--- src/hw/fetch_pkg.sv ---
`default_nettype none

package fetch_pkg;

    // one fetch unit per hart
    localparam int NUM_HARTS = 4;

    // byte addresses on the bus and in the PC
    localparam int ADDR_WIDTH = 32;

    // AXI response code for a good read
    localparam logic [1:0] RESP_OKAY = 2'b00;

    typedef logic [ADDR_WIDTH-1:0] addr_t;

    // bus data word, also one instruction
    typedef logic [31:0] word_t;

    typedef logic [1:0] hart_id_t;

    // fetch unit FSM
    typedef enum logic [1:0] {
        idle,
        first_read,
        second_read,
        hold
    } fetch_state_t;

    // read arbiter FSM, one AXI read at a time
    typedef enum logic [1:0] {
        arb_idle,
        arb_addr,
        arb_data,
        arb_resp
    } arb_state_t;

endpackage

`default_nettype wire

--- src/hw/pc_sequencer.sv ---
`timescale 1ns/1ps
`default_nettype none

module pc_sequencer (
    input  logic             clock,
    input  logic             reset,
    input  logic             redirect_valid [fetch_pkg::NUM_HARTS],
    input  fetch_pkg::addr_t redirect_pc    [fetch_pkg::NUM_HARTS],
    input  logic             pc_ready       [fetch_pkg::NUM_HARTS],
    output logic             pc_valid       [fetch_pkg::NUM_HARTS],
    output fetch_pkg::addr_t pc             [fetch_pkg::NUM_HARTS],
    output logic             flush          [fetch_pkg::NUM_HARTS]
);
    import fetch_pkg::*;

    // hart runs once it has seen a redirect
    logic [NUM_HARTS-1:0] active;

    always_ff @(posedge clock or posedge reset) begin
        if (reset) begin
            active <= '0;
            for (int h = 0; h < NUM_HARTS; h++) begin
                flush[h] <= 1'b0;
            end
        end else begin
            for (int h = 0; h < NUM_HARTS; h++) begin
                // flush goes out together with the new PC
                flush[h] <= redirect_valid[h];
                if (redirect_valid[h]) begin
                    active[h] <= 1'b1;
                end
            end
        end
    end

    // program counters
    always_ff @(posedge clock) begin
        for (int h = 0; h < NUM_HARTS; h++) begin
            if (redirect_valid[h]) begin
                // redirect beats a same-cycle advance
                pc[h] <= redirect_pc[h];
            end else if (pc_valid[h] && pc_ready[h]) begin
                pc[h] <= pc[h] + addr_t'(4);
            end
        end
    end

    // offer a PC every cycle the hart is running
    always_comb begin
        for (int h = 0; h < NUM_HARTS; h++) begin
            pc_valid[h] = active[h];
        end
    end

endmodule

`default_nettype wire

--- src/hw/fetch_unit.sv ---
`timescale 1ns/1ps
`default_nettype none

module fetch_unit (
    input  logic             clock,
    input  logic             reset,
    input  logic             pc_valid,
    output logic             pc_ready,
    input  fetch_pkg::addr_t pc,
    input  logic             flush,
    output logic             req_valid,
    output fetch_pkg::addr_t req_addr,
    input  logic             req_grant,
    input  logic             rsp_valid,
    input  fetch_pkg::word_t rsp_data,
    input  logic             rsp_error,
    output logic             instr_valid,
    input  logic             instr_ready,
    output fetch_pkg::word_t instr,
    output fetch_pkg::addr_t instr_pc,
    output logic             instr_fault
);
    import fetch_pkg::*;

    fetch_state_t state;
    addr_t        pc_q;
    word_t        instr_q;
    logic         fault_q;
    // a granted read whose response has not come back yet
    logic         pending;
    // that read belongs to a flushed fetch
    logic         discard;
    logic [1:0]   offset;
    logic         rsp_take;

    assign offset   = pc_q[1:0];
    assign rsp_take = rsp_valid && pending && !discard && !flush;

    assign pc_ready  = (state == idle);
    assign req_valid = ((state == first_read) || (state == second_read)) && !pending;

    // word holding pc, then the word after it
    assign req_addr = (state == second_read) ? {pc_q[ADDR_WIDTH-1:2] + 1'b1, 2'b00}
                                             : {pc_q[ADDR_WIDTH-1:2], 2'b00};

    assign instr_valid = (state == hold);
    assign instr       = instr_q;
    assign instr_pc    = pc_q;
    assign instr_fault = fault_q;

    always_ff @(posedge clock or posedge reset) begin
        if (reset) begin
            pending <= 1'b0;
            discard <= 1'b0;
        end else begin
            if (req_grant) begin
                pending <= 1'b1;
            end else if (rsp_valid) begin
                pending <= 1'b0;
            end
            if (rsp_valid) begin
                discard <= 1'b0;
            end else if (flush && (pending || req_grant)) begin
                discard <= 1'b1;
            end
        end
    end

    always_ff @(posedge clock or posedge reset) begin
        if (reset) begin
            state <= idle;
        end else begin
            case (state)
                idle: begin
                    if (pc_valid) begin
                        state <= first_read;
                    end
                end
                first_read: begin
                    if (flush) begin
                        state <= idle;
                    end else if (rsp_take) begin
                        state <= (offset == 2'd0) ? hold : second_read;
                    end
                end
                second_read: begin
                    if (flush) begin
                        state <= idle;
                    end else if (rsp_take) begin
                        state <= hold;
                    end
                end
                hold: begin
                    if (flush || instr_ready) begin
                        state <= idle;
                    end
                end
                default: begin
                    state <= idle;
                end
            endcase
        end
    end

    // instruction register, bytes shifted in from the bus words
    always_ff @(posedge clock) begin
        if ((state == idle) && pc_valid) begin
            pc_q <= pc;
        end
        if (rsp_take && (state == first_read)) begin
            // low bytes of the instruction from offset onward
            instr_q <= rsp_data >> {offset, 3'b000};
            fault_q <= rsp_error;
        end else if (rsp_take && (state == second_read)) begin
            case (offset)
                2'd1:    instr_q <= {rsp_data[ 7:0], instr_q[23:0]};
                2'd2:    instr_q <= {rsp_data[15:0], instr_q[15:0]};
                default: instr_q <= {rsp_data[23:0], instr_q[ 7:0]};
            endcase
            fault_q <= fault_q | rsp_error;
        end
    end

endmodule

`default_nettype wire

--- src/hw/fetch_read_arbiter.sv ---
`timescale 1ns/1ps
`default_nettype none

module fetch_read_arbiter (
    input  logic             clock,
    input  logic             reset,
    input  logic             req_valid [fetch_pkg::NUM_HARTS],
    input  fetch_pkg::addr_t req_addr  [fetch_pkg::NUM_HARTS],
    output logic             req_grant [fetch_pkg::NUM_HARTS],
    output logic             rsp_valid [fetch_pkg::NUM_HARTS],
    output fetch_pkg::word_t rsp_data,
    output logic             rsp_error,
    output fetch_pkg::addr_t araddr,
    output logic             arvalid,
    input  logic             arready,
    output logic [2:0]       arprot,
    input  fetch_pkg::word_t rdata,
    input  logic [1:0]       rresp,
    input  logic             rvalid,
    output logic             rready
);
    import fetch_pkg::*;

    arb_state_t state;
    // last granted hart, search starts just after it
    hart_id_t   last_q;
    hart_id_t   owner_q;
    hart_id_t   pick;
    logic       found;
    word_t      rdata_q;
    logic       error_q;

    // round-robin choice
    always_comb begin
        hart_id_t cand;
        found = 1'b0;
        pick  = last_q;
        for (int i = 1; i <= NUM_HARTS; i++) begin
            cand = hart_id_t'(last_q + i);
            if (!found && req_valid[cand]) begin
                found = 1'b1;
                pick  = cand;
            end
        end
    end

    always_comb begin
        for (int h = 0; h < NUM_HARTS; h++) begin
            req_grant[h] = (state == arb_idle) && found && (pick == hart_id_t'(h));
            rsp_valid[h] = (state == arb_resp) && (owner_q == hart_id_t'(h));
        end
    end

    always_ff @(posedge clock or posedge reset) begin
        if (reset) begin
            state  <= arb_idle;
            last_q <= '0;
        end else begin
            case (state)
                arb_idle: begin
                    if (found) begin
                        last_q <= pick;
                        state  <= arb_addr;
                    end
                end
                arb_addr: begin
                    if (arready) begin
                        state <= arb_data;
                    end
                end
                arb_data: begin
                    if (rvalid) begin
                        state <= arb_resp;
                    end
                end
                default: begin
                    // arb_resp lasts one cycle
                    state <= arb_idle;
                end
            endcase
        end
    end

    // address and read data registers
    always_ff @(posedge clock) begin
        if ((state == arb_idle) && found) begin
            owner_q <= pick;
            araddr  <= req_addr[pick];
        end
        if ((state == arb_data) && rvalid) begin
            rdata_q <= rdata;
            error_q <= (rresp != RESP_OKAY);
        end
    end

    assign arvalid   = (state == arb_addr);
    assign rready    = (state == arb_data);
    // unprivileged, secure, data access
    assign arprot    = 3'b000;
    assign rsp_data  = rdata_q;
    assign rsp_error = error_q;

endmodule

`default_nettype wire

--- src/hw/fetch_top.sv ---
`timescale 1ns/1ps
`default_nettype none

module fetch_top (
    input  logic             clock,
    input  logic             reset,
    input  logic             redirect_valid [fetch_pkg::NUM_HARTS],
    input  fetch_pkg::addr_t redirect_pc    [fetch_pkg::NUM_HARTS],
    output logic             instr_valid    [fetch_pkg::NUM_HARTS],
    input  logic             instr_ready    [fetch_pkg::NUM_HARTS],
    output fetch_pkg::word_t instr          [fetch_pkg::NUM_HARTS],
    output fetch_pkg::addr_t instr_pc       [fetch_pkg::NUM_HARTS],
    output logic             instr_fault    [fetch_pkg::NUM_HARTS],
    output fetch_pkg::addr_t araddr,
    output logic             arvalid,
    input  logic             arready,
    output logic [2:0]       arprot,
    input  fetch_pkg::word_t rdata,
    input  logic [1:0]       rresp,
    input  logic             rvalid,
    output logic             rready
);
    import fetch_pkg::*;

    // sequencer to fetch units
    logic  pc_valid  [NUM_HARTS];
    logic  pc_ready  [NUM_HARTS];
    addr_t pc        [NUM_HARTS];
    logic  flush     [NUM_HARTS];

    // fetch units to arbiter
    logic  req_valid [NUM_HARTS];
    addr_t req_addr  [NUM_HARTS];
    logic  req_grant [NUM_HARTS];
    logic  rsp_valid [NUM_HARTS];
    word_t rsp_data;
    logic  rsp_error;

    pc_sequencer u_pc_sequencer (
        .clock          (clock),
        .reset          (reset),
        .redirect_valid (redirect_valid),
        .redirect_pc    (redirect_pc),
        .pc_ready       (pc_ready),
        .pc_valid       (pc_valid),
        .pc             (pc),
        .flush          (flush)
    );

    for (genvar h = 0; h < NUM_HARTS; h++) begin : g_hart
        fetch_unit u_fetch_unit (
            .clock       (clock),
            .reset       (reset),
            .pc_valid    (pc_valid[h]),
            .pc_ready    (pc_ready[h]),
            .pc          (pc[h]),
            .flush       (flush[h]),
            .req_valid   (req_valid[h]),
            .req_addr    (req_addr[h]),
            .req_grant   (req_grant[h]),
            .rsp_valid   (rsp_valid[h]),
            .rsp_data    (rsp_data),
            .rsp_error   (rsp_error),
            .instr_valid (instr_valid[h]),
            .instr_ready (instr_ready[h]),
            .instr       (instr[h]),
            .instr_pc    (instr_pc[h]),
            .instr_fault (instr_fault[h])
        );
    end

    // shared read data goes to every unit, rsp_valid picks the owner
    fetch_read_arbiter u_fetch_read_arbiter (
        .clock     (clock),
        .reset     (reset),
        .req_valid (req_valid),
        .req_addr  (req_addr),
        .req_grant (req_grant),
        .rsp_valid (rsp_valid),
        .rsp_data  (rsp_data),
        .rsp_error (rsp_error),
        .araddr    (araddr),
        .arvalid   (arvalid),
        .arready   (arready),
        .arprot    (arprot),
        .rdata     (rdata),
        .rresp     (rresp),
        .rvalid    (rvalid),
        .rready    (rready)
    );

endmodule

`default_nettype wire

--- config.mk ---
export PLATFORM = sky130hd
export DESIGN_NAME = fetch_top
export DESIGN_NICKNAME = d
export VERILOG_FILES = /design/src/hw/fetch_pkg.sv /design/src/hw/pc_sequencer.sv /design/src/hw/fetch_unit.sv /design/src/hw/fetch_read_arbiter.sv /design/src/hw/fetch_top.sv
export SDC_FILE = /design/constraint.sdc
export NUM_CORES = 1
export LEC_CHECK = 0
export BUFFER_PORTS_ARGS = -buffer_cell sky130_fd_sc_hd__buf_2
export CORE_MARGIN = 2
export CORE_UTILIZATION = 29
export CTS_BUF_LIST = sky130_fd_sc_hd__clkbuf_8
export CTS_CLUSTER_DIAMETER = 80
export DETAILED_ROUTE_END_ITERATION = 12
export GPL_TIMING_DRIVEN = 0
export PLACE_DENSITY_LB_ADDON = 0.08
export SKIP_CTS_REPAIR_TIMING = 1
export SLEW_MARGIN = 20
export SYNTH_ARGS = -nofsm -noshare
export SYNTH_HDL_FRONTEND = slang
export SYNTH_SLANG_ARGS = --single-unit
--- constraint.sdc ---
create_clock -name clock -period 3.33 [get_ports clock]
set_input_delay 0.333 -clock clock [delete_from_list [all_inputs] [get_ports clock]]
set_output_delay 0.333 -clock clock [all_outputs]
set_load 0.005 [all_outputs]
==> results.sh <==
export IMPL_yosysWarningCount=0
export IMPL_p_leak_nw=12.73
export IMPL_cts_tree="yes"
export IMPL_crit_type="flip-flop to flip-flop"
export IMPL_setup_tns_ns=0
export IMPL_max_clock_path_buffers=3
export IMPL_overflow=0
export IMPL_max_clock_freq_mhz=309.4
export IMPL_dr_total_vias=23240
export IMPL_outcome="finished, final reports clean"
export IMPL_path_clk_slew_ns=0.06
export IMPL_vias_per_cell=5.191
export IMPL_die_y_um=307.1
export IMPL_min_path_type="input port to flip-flop"
export IMPL_hold_viol_final=0
export IMPL_rsz0062_at_grt="no"
export IMPL_fin_nets=3437
export IMPL_worst_clock_skew_ns=0.06878
export IMPL_initial_core_util_pct=29.16
export IMPL_syn_instance_count=2485
export IMPL_ctsHtreeMaxLevel=3
export IMPL_grt_pass1_wl_um=157500
export IMPL_ant_nets=0
export IMPL_power_density_nw_per_um2=934.1
export IMPL_gp_congestion=0.9040
export IMPL_synth_seq_area_share_pct=53.67
export IMPL_die_area_um2=94340
export IMPL_drtIter0Drc=2191
export IMPL_fill_cells=9224
export IMPL_portBuffers=469
export IMPL_antenna_found_initial=10
export IMPL_cts_root_buffer="clkbuf_8"
export IMPL_multiInputGateArea_um2=11440
export IMPL_die_x_um=307.1
export IMPL_ff_latch_area_um2=14300
export IMPL_synthFlopType="edfxtp_1"
export IMPL_setup_viol=0
export IMPL_drive_gt1_share_pct=21.72
export IMPL_synth_seq_cells=481
export IMPL_rows=111
export IMPL_dr_pass1_iters=6
export IMPL_clk_latency_ns=0.75
export IMPL_fin_ws_ns=0.09839
export IMPL_ys_types=81
export IMPL_drv_slew=0
export IMPL_grt_pass1_vias=22920
export IMPL_avgRoutedWirePerCell_um=25.32
export IMPL_synthArstFlopShare_pct=5.821
export IMPL_syn_area_um2=26650
export IMPL_worstMarginPinSlew_ns=1.257
export IMPL_core_um2=91390
export IMPL_io_pins=475
export IMPL_area_delta_synth_final_pct=27.52
export IMPL_min_period_over_period_pct=97.05
export IMPL_dp_hpwl_um=85930
export IMPL_pre_cts_ws_ns=-0.4980
export IMPL_clock_sinks=481
export IMPL_syn_avg_cell_area_um2=10.72
export IMPL_worstPathRequired_ns=3.83
export IMPL_drv_cap=0
export IMPL_max_slew_margin_rel_pct=16.18
export IMPL_grt_usage_pct=23.05
export IMPL_period_needed_ns=3.232
export IMPL_path_max_fanout=13
export IMPL_crit_arrival_ns=3.73
export IMPL_grt_start_max_net_pins=33
export IMPL_ir_drop_v=0.0004860
export IMPL_drc_errors=0
export IMPL_drt_total_wl_um=113300
export IMPL_synth_edff_count=453
export IMPL_numCtsBuffers=92
export IMPL_start_kind="flip-flop"
export IMPL_endpoint_kind="flip-flop"
[metrics by stage]
step | hold slack (ns) | util [%] | area, um^2 | power [mW] | instances
2_1_floorplan | 0.3644 | - | 26660 | 19.40 | 2489
3_3_place_gp | 0.4044 | 33.37 | 30500 | 25.72 | 4144
3_5_place_dp | 0.4084 | 33.51 | 30620 | 25.98 | 4149
4_1_cts | -0.3353 | 35.34 | 32290 | 31.73 | 4311
5_1_grt | 0.01214 | 37.18 | 33980 | 33.55 | 4476
6_report | 0.06727 | 37.19 | 33980 | 31.74 | 4477
[kinds of logic after synthesis]
| logic type | after synthesis | share of synthesized area, % |
|---|---|---|
| and+or+nand+nor | 879 | 17.51 |
| AOI/OAI and AO/OA | 512 | 11.34 |
| buffers and inverters | 230 | 3.662 |
| adders and majority gates | 44 | 2.066 |
| DFF | 481 | 53.67 |
| muxes | 115 | 4.409 |
| xor gates and xnor gates | 223 | 7.329 |
| other | 1 | 0.01407 |
[synth_stat cells (55+ instances only)]
cell type / number / share of area [%]
clkbuf_1: 126 / 1.8
xnor2_1: 119 / 3.9
nor2b_1: 71 / 1.7
nand2_1: 234 / 3.3
a21oi_1: 55 / 1.0
nand4_1: 58 / 1.4
edfxtp_1: 453 / 51
xor2_1: 104 / 3.4
nor2_1: 129 / 1.8
o21ai_0: 264 / 5.0
mux2i_1: 96 / 3.6
a211oi_1: 65 / 1.8
nand3_1: 140 / 2.6
[where the power goes]
part / switching [mW] / internal, mW
Clock: 2.69 / 2.86
Sequential: 2.73 / 9.76
Combinational: 8.71 / 4.99
Total: 14.1 / 17.6
[critical path: stages, from the launching register on]
cell and delay [ns]:
edfxtp_1 0.55, clkbuf_1 0.33, clkbuf_2 0.32, clkinvlp_4 0.27, ha_1 0.60, clkbuf_1 0.38
o21ai_0 0.15, o21ai_0 0.39
[layer usage]
layer  GRT usage [%]  vias to the layer above  share of wire, %
met4           9.711                        6               4.4
met1           26.13                    11330                38
met5               0                        -             0.031
met2           40.82                     1009                50
met3           6.058                      274               7.5
li1                -                    10620                 -
[layout make-up]
type	instances	share of cell area, %
Multi-Input combinational cell	1778	33.66
Antenna cell	4	0.02946
Clock inverter	67	1.064
Tap cell	1186	4.367
Sequential cell	481	42.09
Buffer	176	2.294
Clock buffer	95	3.848
Inverter	52	0.5928
Timing Repair Buffer	638	12.06
[placed cells by master (no fill, tap or decap), types with 11 or more instances in the layout]
cell type,n
a211oi_1,64
a21oi_1,54
a22oi_1,32
a31oi_1,44
and2_1,11
and3_1,53
buf_2,488
buf_4,19
clkbuf_1,119
clkbuf_8,95
clkinv_1,31
dfrtp_1,28
dlygate4sd3_1,163
edfxtp_1,453
ha_1,43
inv_1,70
mux2_2,19
mux2i_1,96
nand2_1,234
nand3_1,140
nand3b_1,33
nand4_1,58
nor2_1,126
nor2b_1,71
nor3_1,32
nor4_1,17
o21ai_0,264
or2_2,13
or3_1,29
xnor2_1,119
xor2_1,104
[worst paths after layout]
check,from,to,slack [ns],cells past startpoint
setup / recovery,g_hart[2].u_fetch_unit.instr_pc[1],g_hart[2].u_fetch_unit.instr[31],0.1,7
max in group asynchronous,reset,u_pc_sequencer.flush[3],2.57,3
hold reg to reg,u_pc_sequencer.pc[65],g_hart[1].u_fetch_unit.instr_pc[1],0.42,0
setup reg to reg,g_hart[2].u_fetch_unit.instr_pc[1],g_hart[2].u_fetch_unit.instr[31],0.1,7
hold / removal,redirect_pc[33],u_pc_sequencer.pc[33],0.07,2
min in group asynchronous,reset,u_pc_sequencer.active[1],0.27,3
[sequential cells by signal (all words and copies together), names as in the netlist, 4 cells and up]
name,flops
g_hart.u_fetch_unit.instr_pc,128
g_hart.u_fetch_unit.state,8
g_hart.u_fetch_unit.instr,128
u_fetch_read_arbiter.rsp_data,32
g_hart.u_fetch_unit.pending,4
u_pc_sequencer.flush,4
u_fetch_read_arbiter.araddr,30
g_hart.u_fetch_unit.discard,4
u_pc_sequencer.active,4
u_pc_sequencer.pc,128
g_hart.u_fetch_unit.instr_fault,4
Note: power is estimated with default switching activity, not from simulation.
